File: config.mk
export PLATFORM = sky130hd
export DESIGN_NAME = ethRtInterface
export DESIGN_NICKNAME = d
export VERILOG_FILES = /design/src/ethRtPkg.sv /design/src/ethCrc32.sv /design/src/ethRxFramer.sv /design/src/ethTxFramer.sv /design/src/ethRtStatus.sv /design/src/ethRtInterface.sv
export VERILOG_INCLUDE_DIRS = /design/src
export SDC_FILE = /design/constraint.sdc
export NUM_CORES = 1
export LEC_CHECK = 0
export ABC_CLOCK_PERIOD_IN_PS = 3650
export BUFFER_PORTS_ARGS = -buffer_cell sky130_fd_sc_hd__buf_4
export CORE_ASPECT_RATIO = 0.75
export CORE_MARGIN = 2
export CORE_UTILIZATION = 45
export DETAILED_ROUTE_END_ITERATION = 16
export PLACE_DENSITY = 0.77
export SYNTH_ARGS = -nofsm -noshare
export SYNTH_HDL_FRONTEND = slang
export SYNTH_HIERARCHICAL = 1
export SYNTH_SLANG_ARGS = --single-unit
File: constraint.sdc
create_clock -name TxClk -period 3.65 [get_ports TxClk]
set_clock_uncertainty 0.15 [all_clocks]
set_input_delay 0.73 -clock TxClk [delete_from_list [all_inputs] [get_ports TxClk]]
set_output_delay 0.73 -clock TxClk [all_outputs]
set_load 0.01 [all_outputs]
File: src/ethRt_macros.svh
// Constants for the real-time Ethernet shim
// CRC values assume the reflected (LSB-first) IEEE 802.3 polynomial
// Register addresses are byte offsets within a 16-byte APB window
`ifndef ETH_RT_MACROS_SVH
`define ETH_RT_MACROS_SVH

// Framing
`define ETH_PREAMBLE_LEN   3'd7            // 55 bytes before the SFD
`define ETH_PREAMBLE_BYTE  8'h55
`define ETH_SFD            8'hd5
`define ETH_MIN_PAYLOAD    16'd60          // Minimum frame without FCS

// CRC-32
`define ETH_CRC_POLY       32'hedb8_8320   // 04c11db7 bit-reversed
`define ETH_CRC_INIT       32'hffff_ffff
`define ETH_CRC_RESIDUE    32'hc704_dd7b   // Good-frame remainder, normal bit order

// APB register map
`define ETH_REG_STATUS     4'h0
`define ETH_REG_RXCOUNT    4'h4
`define ETH_REG_TXCOUNT    4'h8
`define ETH_REG_CLEAR      4'hc

`endif

File: src/ethRtPkg.sv
// Shared types for the real-time Ethernet shim
// All structs are packed with the first member in the MSBs
// Status field layout is the APB status register layout
package ethRtPkg;

    // One GMII lane per direction
    typedef struct packed {
        logic       valid;      // RxValid or TxEn
        logic [7:0] data;       // RxD or TxD
        logic       err;        // RxErr or TxErr
    } gmiiT;

    // Word handed to the receive client
    typedef struct packed {
        logic        ready;     // One-cycle strobe, word valid with it
        logic [15:0] word;      // First byte on the wire in [15:8]
    } recvWordT;

    // Transmit start from the client
    typedef struct packed {
        logic        req;       // One-cycle pulse
        logic [15:0] byteCount; // Payload bytes without FCS
    } sendReqT;

    // APB request and response
    typedef struct packed {
        logic        psel;
        logic        penable;
        logic        pwrite;
        logic [3:0]  paddr;
        logic [31:0] pwdata;
    } apbReqT;

    typedef struct packed {
        logic        pready;
        logic        pslverr;
        logic [31:0] prdata;
    } apbRspT;

    // Status register, field view
    typedef struct packed {
        logic [7:0]  reserved;
        logic        crcError;      // Sticky
        logic        recvNotReady;  // Sticky
        logic        txStateError;  // Sticky
        logic        rxOverrun;     // Spare, no FIFO here to overrun
        logic [3:0]  zero;
        logic [15:0] frameTotal;    // Rx plus tx frames
    } statusFieldsT;

    // Same 32 bits seen as the bus word or as fields
    typedef union packed {
        logic [31:0]  raw;
        statusFieldsT fields;
    } statusWordU;

    // One-cycle pulses from the receive framer
    typedef struct packed {
        logic frameDone;
        logic crcBad;           // Only meaningful with frameDone
        logic notReady;         // SFD seen while client not busy
    } rxEventT;

endpackage

File: src/ethCrc32.sv
// One byte step of the reflected IEEE 802.3 CRC-32
// Combinational only; the caller owns the running register
// No init or final inversion is applied here
`timescale 1ns/1ps
`include "ethRt_macros.svh"

module ethCrc32 (
    input  logic [7:0]  data,
    input  logic [31:0] crcIn,
    output logic [31:0] crcOut
);

    logic [31:0] stage [0:8];   // Register value after each bit

    // --------------------------------------------------
    // Eight unrolled shift and xor stages, LSB first
    // --------------------------------------------------
    always_comb begin
        stage[0] = crcIn ^ {24'd0, data};   // Byte enters at the LSB end
        for (int i = 0; i < 8; i++) begin
            if (stage[i][0])
                stage[i + 1] = (stage[i] >> 1) ^ `ETH_CRC_POLY;
            else
                stage[i + 1] = stage[i] >> 1;
        end
    end

    assign crcOut = stage[8];

endmodule

File: src/ethRxFramer.sv
// GMII receive framer with SFD detect, word packing and FCS check
// Preamble is not checked; any valid d5 byte while idle opens a frame
// Words still carry the four FCS bytes at the end of the frame
// Frame end needs two idle cycles, well inside the 12-byte IPG
`timescale 1ns/1ps
`include "ethRt_macros.svh"

module ethRxFramer (
    input  logic               TxClk,
    input  logic               resetActive,
    input  ethRtPkg::gmiiT     gmiiRx,
    input  logic               recvBusy,
    output logic               recvRequest,
    output ethRtPkg::recvWordT recvWord,
    output ethRtPkg::rxEventT  rxEvent
);

    localparam logic RX_IDLE  = 1'b0;
    localparam logic RX_FRAME = 1'b1;

    logic        rxState;
    logic [15:0] rxBytes;       // Bytes after the SFD, FCS included
    logic        gapCnt;        // Set after the first idle cycle
    logic        accept;        // Client was busy when the SFD came
    logic        errSeen;       // RxErr somewhere in this frame
    logic [31:0] rxCrc;         // Running reflected CRC
    logic [31:0] crcNext;
    logic [31:0] crcNormal;     // rxCrc in normal bit order

    ethCrc32 rxCrcCore (
        .data   (gmiiRx.data),
        .crcIn  (rxCrc),
        .crcOut (crcNext)
    );

    assign crcNormal = {<<{rxCrc}};     // Residue constant is in normal order

    // --------------------------------------------------
    // Receive state machine
    // --------------------------------------------------
    always_ff @(posedge TxClk) begin
        if (resetActive) begin
            rxState        <= RX_IDLE;
            recvRequest    <= 1'b0;
            recvWord.ready <= 1'b0;
            rxEvent        <= '0;
        end else begin
            recvRequest    <= 1'b0;    // All strobes last one cycle
            recvWord.ready <= 1'b0;
            rxEvent        <= '0;
            case (rxState)
                RX_IDLE: begin
                    if (gmiiRx.valid && gmiiRx.data == `ETH_SFD) begin
                        rxState          <= RX_FRAME;
                        recvRequest      <= 1'b1;
                        rxBytes          <= 16'd0;
                        gapCnt           <= 1'b0;
                        accept           <= recvBusy;   // Not busy means drop the frame
                        errSeen          <= 1'b0;
                        rxCrc            <= `ETH_CRC_INIT;
                        rxEvent.notReady <= ~recvBusy;
                    end
                end
                default: begin
                    if (gmiiRx.valid) begin
                        rxBytes <= rxBytes + 16'd1;
                        rxCrc   <= crcNext;             // FCS bytes go through too
                        gapCnt  <= 1'b0;
                        errSeen <= errSeen | gmiiRx.err;
                        if (!rxBytes[0]) begin
                            recvWord.word[15:8] <= gmiiRx.data;     // High byte first
                        end else begin
                            recvWord.word[7:0] <= gmiiRx.data;
                            recvWord.ready     <= accept & recvBusy;
                        end
                    end else if (!gapCnt) begin
                        gapCnt <= 1'b1;                 // First idle cycle
                    end else begin
                        // Second idle cycle closes the frame
                        rxState <= RX_IDLE;
                        if (rxBytes[0]) begin
                            recvWord.word[7:0] <= 8'd0; // Odd length gets a zero pad
                            recvWord.ready     <= accept & recvBusy;
                        end
                        rxEvent.frameDone <= 1'b1;
                        rxEvent.crcBad    <= errSeen | (crcNormal != `ETH_CRC_RESIDUE);
                    end
                end
            endcase
        end
    end

endmodule

File: src/ethTxFramer.sv
// GMII transmit framer with preamble, client words, zero pad and FCS
// Client must answer each sendReady with the next word one cycle later
// A byte count of zero sends 60 pad bytes and fetches no words
// Requests that arrive while a frame is going out are ignored
`timescale 1ns/1ps
`include "ethRt_macros.svh"

module ethTxFramer (
    input  logic              TxClk,
    input  logic              resetActive,
    input  ethRtPkg::sendReqT sendReq,
    input  logic [15:0]       sendWord,
    output logic              sendReady,
    output ethRtPkg::gmiiT    gmiiTx,
    output logic              txDone,
    output logic              txStateError
);

    localparam logic [2:0] TX_IDLE     = 3'd0;
    localparam logic [2:0] TX_PREAMBLE = 3'd1;
    localparam logic [2:0] TX_SEND     = 3'd2;
    localparam logic [2:0] TX_PADDING  = 3'd3;
    localparam logic [2:0] TX_CRC      = 3'd4;

    logic [2:0]  txState;
    logic        txEn;
    logic [7:0]  txData;
    logic [2:0]  txCnt;         // Preamble bytes, then FCS bytes
    logic [15:0] sendBytes;     // Requested payload length
    logic [15:0] sendCnt;       // Payload bytes loaded, data plus pad
    logic [31:0] txCrc;         // Running reflected CRC
    logic [31:0] crcNext;
    logic [7:0]  nextByte;      // Byte loaded into TxD at this edge

    // High byte on even counts; pad bytes are zero
    always_comb begin
        if (txState == TX_SEND)
            nextByte = sendCnt[0] ? sendWord[7:0] : sendWord[15:8];
        else
            nextByte = 8'd0;
    end

    ethCrc32 txCrcCore (
        .data   (nextByte),
        .crcIn  (txCrc),
        .crcOut (crcNext)
    );

    assign gmiiTx = '{valid: txEn, data: txData, err: 1'b0};   // TxErr never raised

    // --------------------------------------------------
    // Transmit state machine, all outputs registered
    // --------------------------------------------------
    always_ff @(posedge TxClk) begin
        if (resetActive) begin
            txState      <= TX_IDLE;
            txEn         <= 1'b0;
            sendReady    <= 1'b0;
            txDone       <= 1'b0;
            txStateError <= 1'b0;
        end else begin
            sendReady    <= 1'b0;
            txDone       <= 1'b0;
            txStateError <= 1'b0;
            case (txState)
                TX_IDLE: begin
                    txEn   <= 1'b0;
                    txData <= 8'd0;
                    if (sendReq.req) begin
                        txState   <= TX_PREAMBLE;
                        txEn      <= 1'b1;              // First 55 goes out next cycle
                        txData    <= `ETH_PREAMBLE_BYTE;
                        txCnt     <= 3'd1;
                        sendBytes <= sendReq.byteCount;
                    end
                end
                TX_PREAMBLE: begin
                    if (txCnt == `ETH_PREAMBLE_LEN) begin
                        txData  <= `ETH_SFD;
                        txCrc   <= `ETH_CRC_INIT;       // SFD is outside the CRC
                        sendCnt <= 16'd0;
                        txState <= (sendBytes == 16'd0) ? TX_PADDING : TX_SEND;
                    end else begin
                        txData <= `ETH_PREAMBLE_BYTE;
                        txCnt  <= txCnt + 3'd1;
                        // First word is asked for during the seventh 55
                        sendReady <= (txCnt == `ETH_PREAMBLE_LEN - 3'd1) &&
                                     (sendBytes != 16'd0);
                    end
                end
                TX_SEND: begin
                    txData  <= nextByte;
                    txCrc   <= crcNext;
                    sendCnt <= sendCnt + 16'd1;
                    if (!sendCnt[0])                    // High byte out, fetch next word
                        sendReady <= (sendCnt + 16'd2) < sendBytes;
                    if (sendCnt + 16'd1 == sendBytes) begin
                        txCnt   <= 3'd0;
                        txState <= (sendCnt + 16'd1 < `ETH_MIN_PAYLOAD) ? TX_PADDING : TX_CRC;
                    end
                end
                TX_PADDING: begin
                    txData  <= nextByte;
                    txCrc   <= crcNext;                 // Pad bytes are covered by the FCS
                    sendCnt <= sendCnt + 16'd1;
                    if (sendCnt + 16'd1 == `ETH_MIN_PAYLOAD) begin
                        txCnt   <= 3'd0;
                        txState <= TX_CRC;
                    end
                end
                TX_CRC: begin
                    // Reflected register low byte is the top remainder byte reversed
                    txData <= ~txCrc[7:0];
                    txCrc  <= {8'd0, txCrc[31:8]};
                    txCnt  <= txCnt + 3'd1;
                    if (txCnt == 3'd3) begin
                        txState <= TX_IDLE;             // TxEn drops on the next edge
                        txDone  <= 1'b1;
                    end
                end
                default: begin
                    // Unused encodings 5 to 7
                    txStateError <= 1'b1;
                    txEn         <= 1'b0;
                    txState      <= TX_IDLE;
                end
            endcase
        end
    end

endmodule

File: src/ethRtStatus.sv
// APB status block with frame counters and sticky error flags
// No wait states and no slave errors
// Any write to the clear address zeroes everything, write data ignored
// Counters are 16 bits and wrap
`timescale 1ns/1ps
`include "ethRt_macros.svh"

module ethRtStatus (
    input  logic              TxClk,
    input  logic              resetActive,
    input  ethRtPkg::apbReqT  apbReq,
    output ethRtPkg::apbRspT  apbRsp,
    input  ethRtPkg::rxEventT rxEvent,
    input  logic              txDone,
    input  logic              txStateError
);

    import ethRtPkg::*;

    logic [15:0] rxCount;       // Frames closed by the receive framer
    logic [15:0] txCount;       // Frames fully sent
    logic        crcErrorFlag;
    logic        notReadyFlag;
    logic        txErrorFlag;
    logic        clearHit;      // Access phase of a write to the clear register
    logic [31:0] rdData;
    statusWordU  statusWord;

    assign clearHit = apbReq.psel & apbReq.penable & apbReq.pwrite &
                      (apbReq.paddr == `ETH_REG_CLEAR);

    // --------------------------------------------------
    // Counters and sticky flags
    // --------------------------------------------------
    always_ff @(posedge TxClk) begin
        if (resetActive || clearHit) begin
            rxCount      <= 16'd0;
            txCount      <= 16'd0;
            crcErrorFlag <= 1'b0;
            notReadyFlag <= 1'b0;
            txErrorFlag  <= 1'b0;
        end else begin
            if (rxEvent.frameDone)
                rxCount <= rxCount + 16'd1;
            if (txDone)
                txCount <= txCount + 16'd1;
            if (rxEvent.frameDone && rxEvent.crcBad)
                crcErrorFlag <= 1'b1;
            if (rxEvent.notReady)
                notReadyFlag <= 1'b1;       // Set at SFD time
            if (txStateError)
                txErrorFlag <= 1'b1;
        end
    end

    // Status word built in the field view
    always_comb begin
        statusWord.fields.reserved     = 8'd0;
        statusWord.fields.crcError     = crcErrorFlag;
        statusWord.fields.recvNotReady = notReadyFlag;
        statusWord.fields.txStateError = txErrorFlag;
        statusWord.fields.rxOverrun    = 1'b0;
        statusWord.fields.zero         = 4'd0;
        statusWord.fields.frameTotal   = rxCount + txCount;
    end

    // Read mux, valid in the access cycle
    always_comb begin
        case (apbReq.paddr)
            `ETH_REG_STATUS:  rdData = statusWord.raw;
            `ETH_REG_RXCOUNT: rdData = {16'd0, rxCount};
            `ETH_REG_TXCOUNT: rdData = {16'd0, txCount};
            default:          rdData = 32'd0;       // Clear register reads zero
        endcase
    end

    assign apbRsp = '{pready: 1'b1, pslverr: 1'b0, prdata: rdData};

endmodule

File: src/ethRtInterface.sv
// Real-time Ethernet shim between a GMII port and a 16-bit word client
// Single clock domain; RxClk is TxClk forwarded to the PHY
// No address filtering and no FIFO, so the client keeps pace with the wire
// TxErr is held low by the transmit framer
`timescale 1ns/1ps

module ethRtInterface (
    input  logic               TxClk,
    input  logic               resetActive,
    output logic               RxClk,
    input  ethRtPkg::gmiiT     gmiiRx,
    output ethRtPkg::gmiiT     gmiiTx,
    input  logic               recvBusy,
    output logic               recvRequest,
    output ethRtPkg::recvWordT recvWord,
    input  ethRtPkg::sendReqT  sendReq,
    input  logic [15:0]        sendWord,
    output logic               sendReady,
    input  ethRtPkg::apbReqT   apbReq,
    output ethRtPkg::apbRspT   apbRsp
);

    import ethRtPkg::*;

    rxEventT rxEvent;           // Receive pulses to the status block
    logic    txDone;
    logic    txStateError;

    assign RxClk = TxClk;

    // --------------------------------------------------
    // Receive and transmit framers
    // --------------------------------------------------
    ethRxFramer rxFramer (
        .TxClk       (TxClk),
        .resetActive (resetActive),
        .gmiiRx      (gmiiRx),
        .recvBusy    (recvBusy),
        .recvRequest (recvRequest),
        .recvWord    (recvWord),
        .rxEvent     (rxEvent)
    );

    ethTxFramer txFramer (
        .TxClk        (TxClk),
        .resetActive  (resetActive),
        .sendReq      (sendReq),
        .sendWord     (sendWord),
        .sendReady    (sendReady),
        .gmiiTx       (gmiiTx),
        .txDone       (txDone),
        .txStateError (txStateError)
    );

    // Counters and flags on APB
    ethRtStatus status (
        .TxClk        (TxClk),
        .resetActive  (resetActive),
        .apbReq       (apbReq),
        .apbRsp       (apbRsp),
        .rxEvent      (rxEvent),
        .txDone       (txDone),
        .txStateError (txStateError)
    );

endmodule

==> results_dict.tcl, run 1 <==
set metrics [dict create \
    status "completed" \
    power_leakage_nw 5.21 \
    port_buffers 100 \
    fmax_mhz 281 \
    synth_top_area_cell "edfxtp_1" \
    mostFrequentLayoutCell "buf_4" \
    grt_setup_unrepaired "yes" \
    timing.rr.start "txFramer/sendCnt[8]" \
    final-max-slew-violation-count 0 \
    min_path_cells 1 \
    end_kind "output pin" \
    grt_pass1_wl_um 44200 \
    ff2ff_setup_slack_ps 210 \
    design_area_um2 13700 \
    start_kind "flop" \
    vias_per_cell 5.57 \
    hold_class "in2reg" \
    layout_common_cells "buf_4 (131), edfxtp_1 (127), nor2_1 (115)" \
    ff2ff_path_depth 7 \
    synthXorXnorAreaFrac_pct 21.5 \
    nets 1328 \
    grt_pass1_vias 8104 \
    vdd_drop_max_mv 0.423 \
    avgSynthCellArea_um2 10.7 \
    track_usage_pct 20.9 \
    die_h_um 144 \
    reg2reg_to "txFramer/txCnt[0]" \
    clock_latency_ps 550 \
    synth_mux_area_share_pct 1.20 \
    netlist_area_um2 11800 \
    synthSimpleGateAreaFrac_pct 16.9 \
    power_per_cell_area_nw_per_um2 401 \
    worstHoldEndpoint "txFramer/sendBytes[6]" \
    first_pass_iters 7 \
    die_w_um 191 \
    synth_ff_type "edfxtp_1" \
    synth_fa_ha_area_share_pct 4.32 \
    critPathKind "reg2out" \
    dp_hpwl_um 20500 \
    async_flop_share_pct 0 \
    antenna_found_initial 0 \
    p_total_mw 5.47 \
    hold_viol_final 0 \
    row_count 51 \
    synth_edf_count 127 \
    drv_cap 0 \
    holdWs_ps 200 \
    slew_headroom_pct 33.3 \
    fin_crit_sh_pct 97.4 \
    synth.top_cell.area_share_pct 32.4 \
    setup_viol 0 \
    clkTransAtPathRegs_ps 70 \
    n_antenna_cell 0 \
    drc 0 \
    grt_max_degree 38 \
    cts_tree "yes" \
    finalCriticalPeriod_ps 3550 \
    start_util_pct 45.5 \
    dieArea_um2 27500 \
    syn2layout_area_growth_pct 16.0 \
    holdCritStartpoint "sendReq[6]" \
    boundaryPins 149 \
    yosys.cell_types.count 94 \
    ys_seq_area_share_pct 40.6 \
    synth_top_family_by_area "XOR/XNOR gates" \
    post_dp_cell_area_um2 12900 \
    drt_wl_total_um 28300 \
    finish.utilization_pct 52.8 \
    cp.required_ps 2770 \
    synthCells 1098 \
    crit_arrival_ps 2670 \
    ys_seq_elements 175 \
    worst_slew_pin_slew_ps 1000 \
    core_um2 25800 \
    gp_congestion 0.933 \
    yosys_warnings 6 \
    first_iter_violations 935 \
    gr-total-overflow 0 \
    yosys-top-cells-area "edfxtp_1 (32%), dfxtp_1 (8.2%), xnor2_1 (7.4%)" \
    synth_compound_area_share_pct 11.2 \
    routedWlPerCell_um 18.2 \
    postRouteAntennaNets 0 \
    drive_above_1_share_pct 20.1 \
    vias 8686 \
    path_max_fanout 4 \
]
-- timing repair --
| item | CTS | global route |
|---|---|---|
| hold buffers | 0 | 0 |
| endpoints found under the hold margin | 0 | 0 |
| endpoints found under the setup margin | 6 | 8 |
| buffers inserted | 4 | 2 |
| gates resized for setup | 10 | 15 |
| pin swaps | 4 | 10 |
-- state kept, by name, indices dropped and copies added, names as in the netlist --
signal,cells
rxFramer/rxBytes,1
txFramer/txCnt,3
rxFramer/accept,1
txFramer/txDone,1
txFramer/txData,8
txFramer/sendCnt,16
rxFramer/gapCnt,1
status/rxCount,16
status/notReadyFlag,1
rxFramer/errSeen,1
txFramer/txState,3
status/txErrorFlag,1
rxFramer/rxCrc,32
rxFramer/rxState,1
txFramer/txEn,1
txFramer/txStateError,1
status/txCount,16
txFramer/txCrc,32
txFramer/sendBytes,16
rxFramer/recvRequest,1
status/crcErrorFlag,1
rxFramer/rxEvent,3
rxFramer/recvWord,17
txFramer/sendReady,1
-- worst max-delay path, stage by stage, from the launching register on --
cell,delay (ps)
dfxtp_4,360
ha_4,140
inv_2,40
fa_2,360
nor2b_2,130
o211ai_1,130
a21oi_2,290
o211ai_1,170
a21o_1,180
a31o_2,200
buf_6,120
-- power by group --
part	switching (mW)	leakage (nW)	internal [mW]
combinational	0.606	3.30	0.560
sequential	0.0794	1.59	2.24
clock	0.863	0.318	1.12
total	1.55	5.21	3.92
-- worst max-delay path by stage --
stage                        startpoint  slack (ps)                 to
floorplan                     gmiiRx[9]         260   rxFramer/errSeen
global placement      status/rxCount[0]         380         apbRsp[12]
detailed placement  txFramer/sendCnt[8]         300  txFramer/txCnt[0]
CTS                   status/rxCount[0]           8         apbRsp[14]
global route          status/txCount[0]         -30         apbRsp[14]
finish                status/txCount[0]         100         apbRsp[14]
-- through the flow --
stage	worst slack [ps]	TNS, ps	instances
after global placement	376	0	1519
final	96.3	0	1560
after detailed placement	298	0	1519
after floorplan	256	0	1111
after CTS	8.29	0	1558
after global routing	-30.9	-69.4	1560
-- Yosys cell counts, drive strengths merged, types with 3 or more instances --
library cell and instances:
or3 10, nor4 14, nand2b 37, a211oi 7, and4 5, a211o 3
a31oi 3, inv 39, xor3 10, conb 3, o21ai 37, nand4 18
o31ai 4, xnor2 115, o21bai 4, buf 35, xor2 56, a21oi 43
and4b 3, nand3 21, nor3 14, ha 39, mux2i 13, nand2 71
or2 3, o22ai 9, xnor3 23, clkbuf 27, o21a 9, nor4b 4
or4 3, dfxtp 48, edfxtp 127, a21o 6, a22oi 38, nor2 119
and3 14, and2 17, o211ai 3, nor2b 10
-- final cells by class --
class / instances / area [um^2]
multi-input combinational: 835 / 6640
sequential: 175 / 4790
clock buffer: 24 / 562
timing repair buffer: 131 / 987
inverter: 39 / 146
tap: 344 / 430
fill: 2279 / 12200
clock inverter: 12 / 95.1
-- per-layer routing --
metal	GRT usage, %	wire, um	up-vias	share of wire [%]
met5	0	0	-	0
li1	-	-	4117	-
met1	31.0	13300	4208	47
met2	31.2	12700	340	45
met4	5.51	299	0	1.1
met3	4.15	2010	21	7.1
-- kinds of logic (layout without fill, tap and decap cells) --
group           after synthesis  count (layout)
mux                          14              14
flops                       175             175
fa+ha+maj                    40              40
other cells                   3              16
simple gates                369             369
compound gates              192             192
buf+inv                     101             206
xor+xnor                    204             204
Power figures use the tool's default switching activity.
==> run 2, diff against run 1 <==
- ABC_CLOCK_PERIOD_IN_PS: 3650 -> 3400
- RECOVER_POWER: default -> 50
- TNS_END_PERCENT: default -> 10
- clock period: 3.65 -> 3.4 ns (I/O delays scaled with it)
==> run 2 against run 1 <==
Against the previous run: the run now ends with max-capacitance violations, max-slew violations, negative setup slack left; worst setup slack lost 260 ps; global-route usage increased by 0.63 points; cell area about the same; die area unchanged; clock-buffer cell count shrank 3; total power grew 7.6%; first-iteration DRC count down 11%; wire length is 3.6% higher; critical path depth unchanged; sequential share of layout area about the same; final cell count grew 1.2%; largest power group unchanged; highest routed layer unchanged.
==> results_dict.tcl, run 2 (synthesis gave the netlist of run 1 again) <==
set metrics [dict create \
    status "finished, violations left" \
    violations "max-capacitance violations, max-slew violations, negative setup slack" \
    die_h_um 144 \
    n_antenna_cell 0 \
    hold_class "in2reg" \
    fin_ws_ps -168 \
    finalCriticalPeriod_ps 3570 \
    ff2ff_setup_slack_ps -70 \
    worst_slew_pin_slew_ps 1760 \
    gp_congestion 0.954 \
    cts_tree "yes" \
    first_pass_iters 5 \
    critPathKind "reg2out" \
    crit_chain "ha_4, inv_2, fa_2, nor2b_4, o211ai_1, a21oi_2, o211ai_1, a21o_1, a31o_4, buf_6" \
    nets 1347 \
    core_um2 25800 \
    cp_slowest_stage_delay_ps 380 \
    port_buffers 100 \
    grt_pass1_wl_um 45400 \
    vdd_drop_max_mv 0.394 \
    start_util_pct 45.5 \
    dp_hpwl_um 21100 \
    grt_pass1_vias 8380 \
    start_kind "flop" \
    path_max_fanout 4 \
    die_w_um 191 \
    fin_crit_sh_pct 105 \
    vias 8831 \
    multi_input_area_um2 6680 \
    grt_setup_unrepaired "yes" \
    clkTransAtPathRegs_ps 70 \
    finish.utilization_pct 52.8 \
    tns_ps -637 \
    antenna_found_initial 0 \
    crit_arrival_ps 2740 \
    final-max-slew-violation-count 74 \
    cp.required_ps 2570 \
    end_kind "output pin" \
    dieArea_um2 27500 \
    crit_slowest_cell "fa_2" \
    drive_above_1_share_pct 18.4 \
    grt_max_degree 38 \
    fmax_mhz 280 \
    reg.largest.list "rxFramer/rxCrc x32, txFramer/txCrc x32, rxFramer/recvWord x17" \
    power_leakage_nw 5.13 \
    syn2layout_area_growth_pct 16.1 \
    layout_common_cells "edfxtp_1 (127), nor2_1 (115), xnor2_1 (99)" \
    hold_viol_final 0 \
    drt_wl_total_um 29400 \
    routedWlPerCell_um 18.6 \
    boundaryPins 149 \
    drc 0 \
    setup_viol 7 \
    row_count 51 \
    mostFrequentLayoutCell "edfxtp_1" \
    cts_hold_buf 0 \
    clock_latency_ps 560 \
    design_area_um2 13700 \
    gr-total-overflow 0 \
    postRouteAntennaNets 0 \
    dp_slack_ps 89.9 \
    slew_headroom_pct -17.2 \
    drv_cap 2 \
    holdWs_ps 167 \
    post_dp_cell_area_um2 13000 \
    track_usage_pct 21.6 \
    path_common_cell "o211ai_1" \
    power_per_cell_area_nw_per_um2 431 \
    crit_family "compound AO/OA/AOI/OAI gates" \
    worst-path-buf-inv 2 \
    fillerInstances 2294 \
    seq_area_um2 4790 \
    first_iter_violations 835 \
    vias_per_cell 5.59 \
]
## run 2: cell types whose count changed in the layout (fill, tap and decap cells not counted), moves of 5 or more
cell      before  now
and2_0         0    7
and2_1        16    9
buf_4        131   89
clkbuf_1       1   44
clkbuf_4       0   16
dfxtp_2        3    8
inv_8          0    5
## run 2: repair_timing
| action | 4_1_cts | 5_1_grt |
|---|---|---|
| pin swaps | 15 | 4 |
| endpoints found under the setup margin | 10 | 12 |
| setup buffers | 4 | 0 |
| resized for setup | 20 | 18 |
## run 2: stage by stage
stage                     power [mW]  std cells
after floorplan                 3.47       1111
after global placement          3.79       1540
after CTS                       5.94       1579
after detailed placement        3.82       1540
after global routing            6.12       1579
final                           5.88       1579
## run 2: final cells by class
class | count | share of cell area, %
clock buffers | 21 | 3.72
clock inverters | 15 | 1.06
inverters | 39 | 1.07
multi-input cells | 835 | 48.9
flip-flops and latches | 175 | 35.1
well taps | 344 | 3.15
repair buffers | 150 | 7.04
## run 2: where the power goes
part	switching [mW]	total, mW	internal, mW
clock network	0.994	2.13	1.14
registers	0.0873	2.49	2.41
logic	0.661	1.26	0.596
total	1.74	5.88	4.14
## run 2: layer usage
metal | vias up | global-route usage (%) | routed length, um
met1 | 4307 | 31.1 | 13600
met5 | - | 0 | 0
li1 | 4166 | - | -
met2 | 323 | 31.9 | 13000
met3 | 35 | 4.83 | 2270
met4 | 0 | 7.51 | 556
## run 2: final timing paths
check / startpoint / cells past startpoint / endpoint
hold reg to reg: rxFramer/rxEvent[0] / 2 / status/notReadyFlag
hold / removal: sendReq[8] / 1 / txFramer/sendBytes[8]
setup / recovery: status/txCount[0] / 10 / apbRsp[14]
setup reg to reg: txFramer/txState[2] / 9 / txFramer/txCnt[1]
==> run 3, diff against run 2 <==
- HOLD_SLACK_MARGIN: default -> 0.1
- REMOVE_ABC_BUFFERS: default -> 1
- SYNTH_HIERARCHICAL: 1 -> default
==> run 3 against run 2 <==
Against the previous run: first-iteration DRC count shrank 1.7%; hold slack gained 13 ps; global-route usage shrank 0.49 points; area after synthesis shrank 7.7%; synthesized cell count shrank 1.0%; maximum frequency shrank 1.7%; die area shrank 7.5%; the flow still finishes with violations (max-capacitance violations, max-slew violations, negative setup slack); final cell count shrank 1.8%; register-to-register slack gained 160 ps; sequential cell count is the same; worst setup slack lost 63 ps.
==> results_dict.tcl, run 3 <==
set metrics [dict create \
    status "finished, violations left" \
    violations "max-capacitance violations, max-slew violations, negative setup slack" \
    grt_setup_unrepaired "yes" \
    fillerInstances 2115 \
    gp_congestion 0.917 \
    start_util_pct 45.5 \
    final-max-slew-violation-count 76 \
    avgSynthCellArea_um2 9.99 \
    mostFrequentLayoutCell "xnor2_1" \
    fin_crit_sh_pct 107 \
    track_usage_pct 21.1 \
    path_max_fanout 3 \
    clock_latency_ps 540 \
    reg.largest.list "rxFramer.rxCrc x32, txFramer.txCrc x32, rxFramer.recvWord x17" \
    yosysMostFrequentCell "xnor2_1" \
    first_pass_iters 8 \
    yosys-top-cells-area "edfxtp_1 (35%), xnor2_1 (11%), dfxtp_1 (8.8%)" \
    ys_seq_area_share_pct 44.0 \
    synthCells 1087 \
    boundaryPins 149 \
    intPower_mw 4.46 \
    gr-total-overflow 0 \
    synth_common_cells "xnor2_1 (132), nor2_1 (131), edfxtp_1 (127)" \
    end_kind "output pin" \
    tns_ps -1450 \
    setup_viol 9 \
    fmax_mhz 275 \
    cp.required_ps 2570 \
    grtUsageMet2_pct 31.8 \
    post_dp_cell_area_um2 12200 \
    cts_hold_buf 0 \
    grt_max_degree 40 \
    synth_top_area_cell "edfxtp_1" \
    p_total_mw 6.72 \
    drc 0 \
    drt_wl_total_um 26100 \
    synth_ff_type "edfxtp_1" \
    syn2layout_area_growth_pct 17.4 \
    fin_ws_ps -232 \
    crit_slowest_cell "dfxtp_2" \
    drv_cap 2 \
    async_flop_share_pct 0 \
    holdWs_ps 180 \
    cts_tree "yes" \
    design_area_um2 12800 \
    dieArea_um2 25400 \
    crit_arrival_ps 2800 \
    vias 8514 \
    power_per_cell_area_nw_per_um2 527 \
    cp_slowest_stage_delay_ps 320 \
    yosys.cell_types.count 76 \
    die_w_um 183 \
    row_count 49 \
    slew_headroom_pct -10.7 \
    die_h_um 139 \
    synth_edf_count 127 \
    switchingPower_mw 2.27 \
    hold_viol_final 0 \
    routedWlPerCell_um 16.8 \
    start_kind "flop" \
    worst_slew_pin_slew_ps 1660 \
    yosys_warnings 0 \
    vdd_drop_max_mv 0.343 \
    swShare_pct 33.7 \
    ys_seq_elements 175 \
    clkTransAtPathRegs_ps 80 \
    nets 1358 \
    busiest_layer "met2" \
    synth.top_cell.area_share_pct 35.1 \
    hold_class "in2reg" \
    core_um2 23800 \
    antenna_found_initial 0 \
    vias_per_cell 5.49 \
    grtUsageMet3_pct 4.41 \
    grt_use_met1_pct 30.8 \
    postRouteAntennaNets 0 \
    grt_pass1_vias 8379 \
    netlist_area_um2 10900 \
    drive_above_1_share_pct 16.9 \
    clkPwrFrac_pct 32.8 \
    combPwrFrac_pct 28.3 \
    p_seq_share_pct 39.0 \
    crit_chain "ha_1, a21o_1, a21o_1, a2111oi_2, buf_4, nor4_2, nor3b_2, o21ai_1, xnor2_1, o21ai_0, buf_4" \
    port_buffers 100 \
    layout_common_cells "xnor2_1 (132), nor2_1 (129), edfxtp_1 (127)" \
    power_leakage_nw 4.71 \
    first_iter_violations 821 \
    critPathKind "reg2out" \
    dp_hpwl_um 18800 \
    n_antenna_cell 0 \
    grt_pass1_wl_um 42700 \
    finalCriticalPeriod_ps 3630 \
]
## run 3: cell types whose count changed in the layout (fill, tap and decap cells not counted), sizes merged, moves of 10 or more
cell / previous run / this run
buf: 90 / 108
a21oi: 43 / 78
nand2b: 37 / 9
nor2: 119 / 131
xnor3: 23 / 1
xnor2: 115 / 139
o21ai: 37 / 47
a22oi: 38 / 14
## run 3: final timing paths
| kind | startpoint | endpoint | slack (ps) | depth (start not counted) |
|---|---|---|---|---|
| setup reg to reg | txFramer.sendCnt[1] | txFramer.txCnt[2] | 90 | 9 |
| hold / removal | sendReq[2] | txFramer.sendBytes[2] | 180 | 1 |
| hold reg to reg | rxFramer.rxEvent[0] | status.notReadyFlag | 300 | 2 |
| setup / recovery | status.txCount[1] | apbRsp[13] | -230 | 11 |
## run 3: cells by family after synthesis
family	count (synthesis)	synth area share, %
simple gates	353	15.9
xor+xnor	203	17.4
buf+inv	99	5.17
fa+ha+maj	41	4.79
compound gates	200	11.4
other cells	2	0.0692
mux	14	1.35
flops	175	44.0
## run 3: layout make-up
class	count	area [um^2]	area share, %
multi-input combinational	827	5660	44.4
sequential	175	4780	37.5
timing repair buffer	171	1110	8.67
clock buffer	21	508	3.98
tap	306	383	3.00
clock inverter	15	184	1.44
inverter	36	135	1.06
## run 3: critical path, delay by kind of cell (launching register included)
kind	cells	cell delay, ps
adders and majority gates	1	290
xor gates and xnor gates	1	140
AOI/OAI and AO/OA	5	900
DFF	1	320
buffers and inverters	2	330
and+or+nand+nor	2	270
## run 3: timing repair
item                                    CTS  global route
pin swaps                                13             2
resized for setup                        17             8
setup buffers                             3             0
endpoints found under the setup margin   10            13
## run 3: metal layers
metal  wire length [um]  vias up  part of all wire, %
met3               1550       26                  6.0
met4                333        0                  1.3
li1                   -     4118                    -
met1              12400     4079                   48
met5                  0        -                    0
met2              11800      291                   45
## run 3: power by group through the flow
stage	Clock, mW	Sequential [mW]	Combinational, mW
2_1_floorplan	0	2.70	1.30
3_3_place_gp	0.0242	2.66	1.87
3_5_place_dp	0.0242	2.67	1.92
4_1_cts	2.25	2.62	1.94
5_1_grt	2.34	2.64	2.11
6_report	2.20	2.62	1.90
## run 3: stage by stage
stage	instances	worst slack (ps)	util, %
floorplan	1038	-439	-
global placement	1513	27.9	51.0
detailed placement	1513	32.9	51.0
CTS	1551	-246	54.2
global route	1551	-414	53.5
finish	1551	-232	53.5
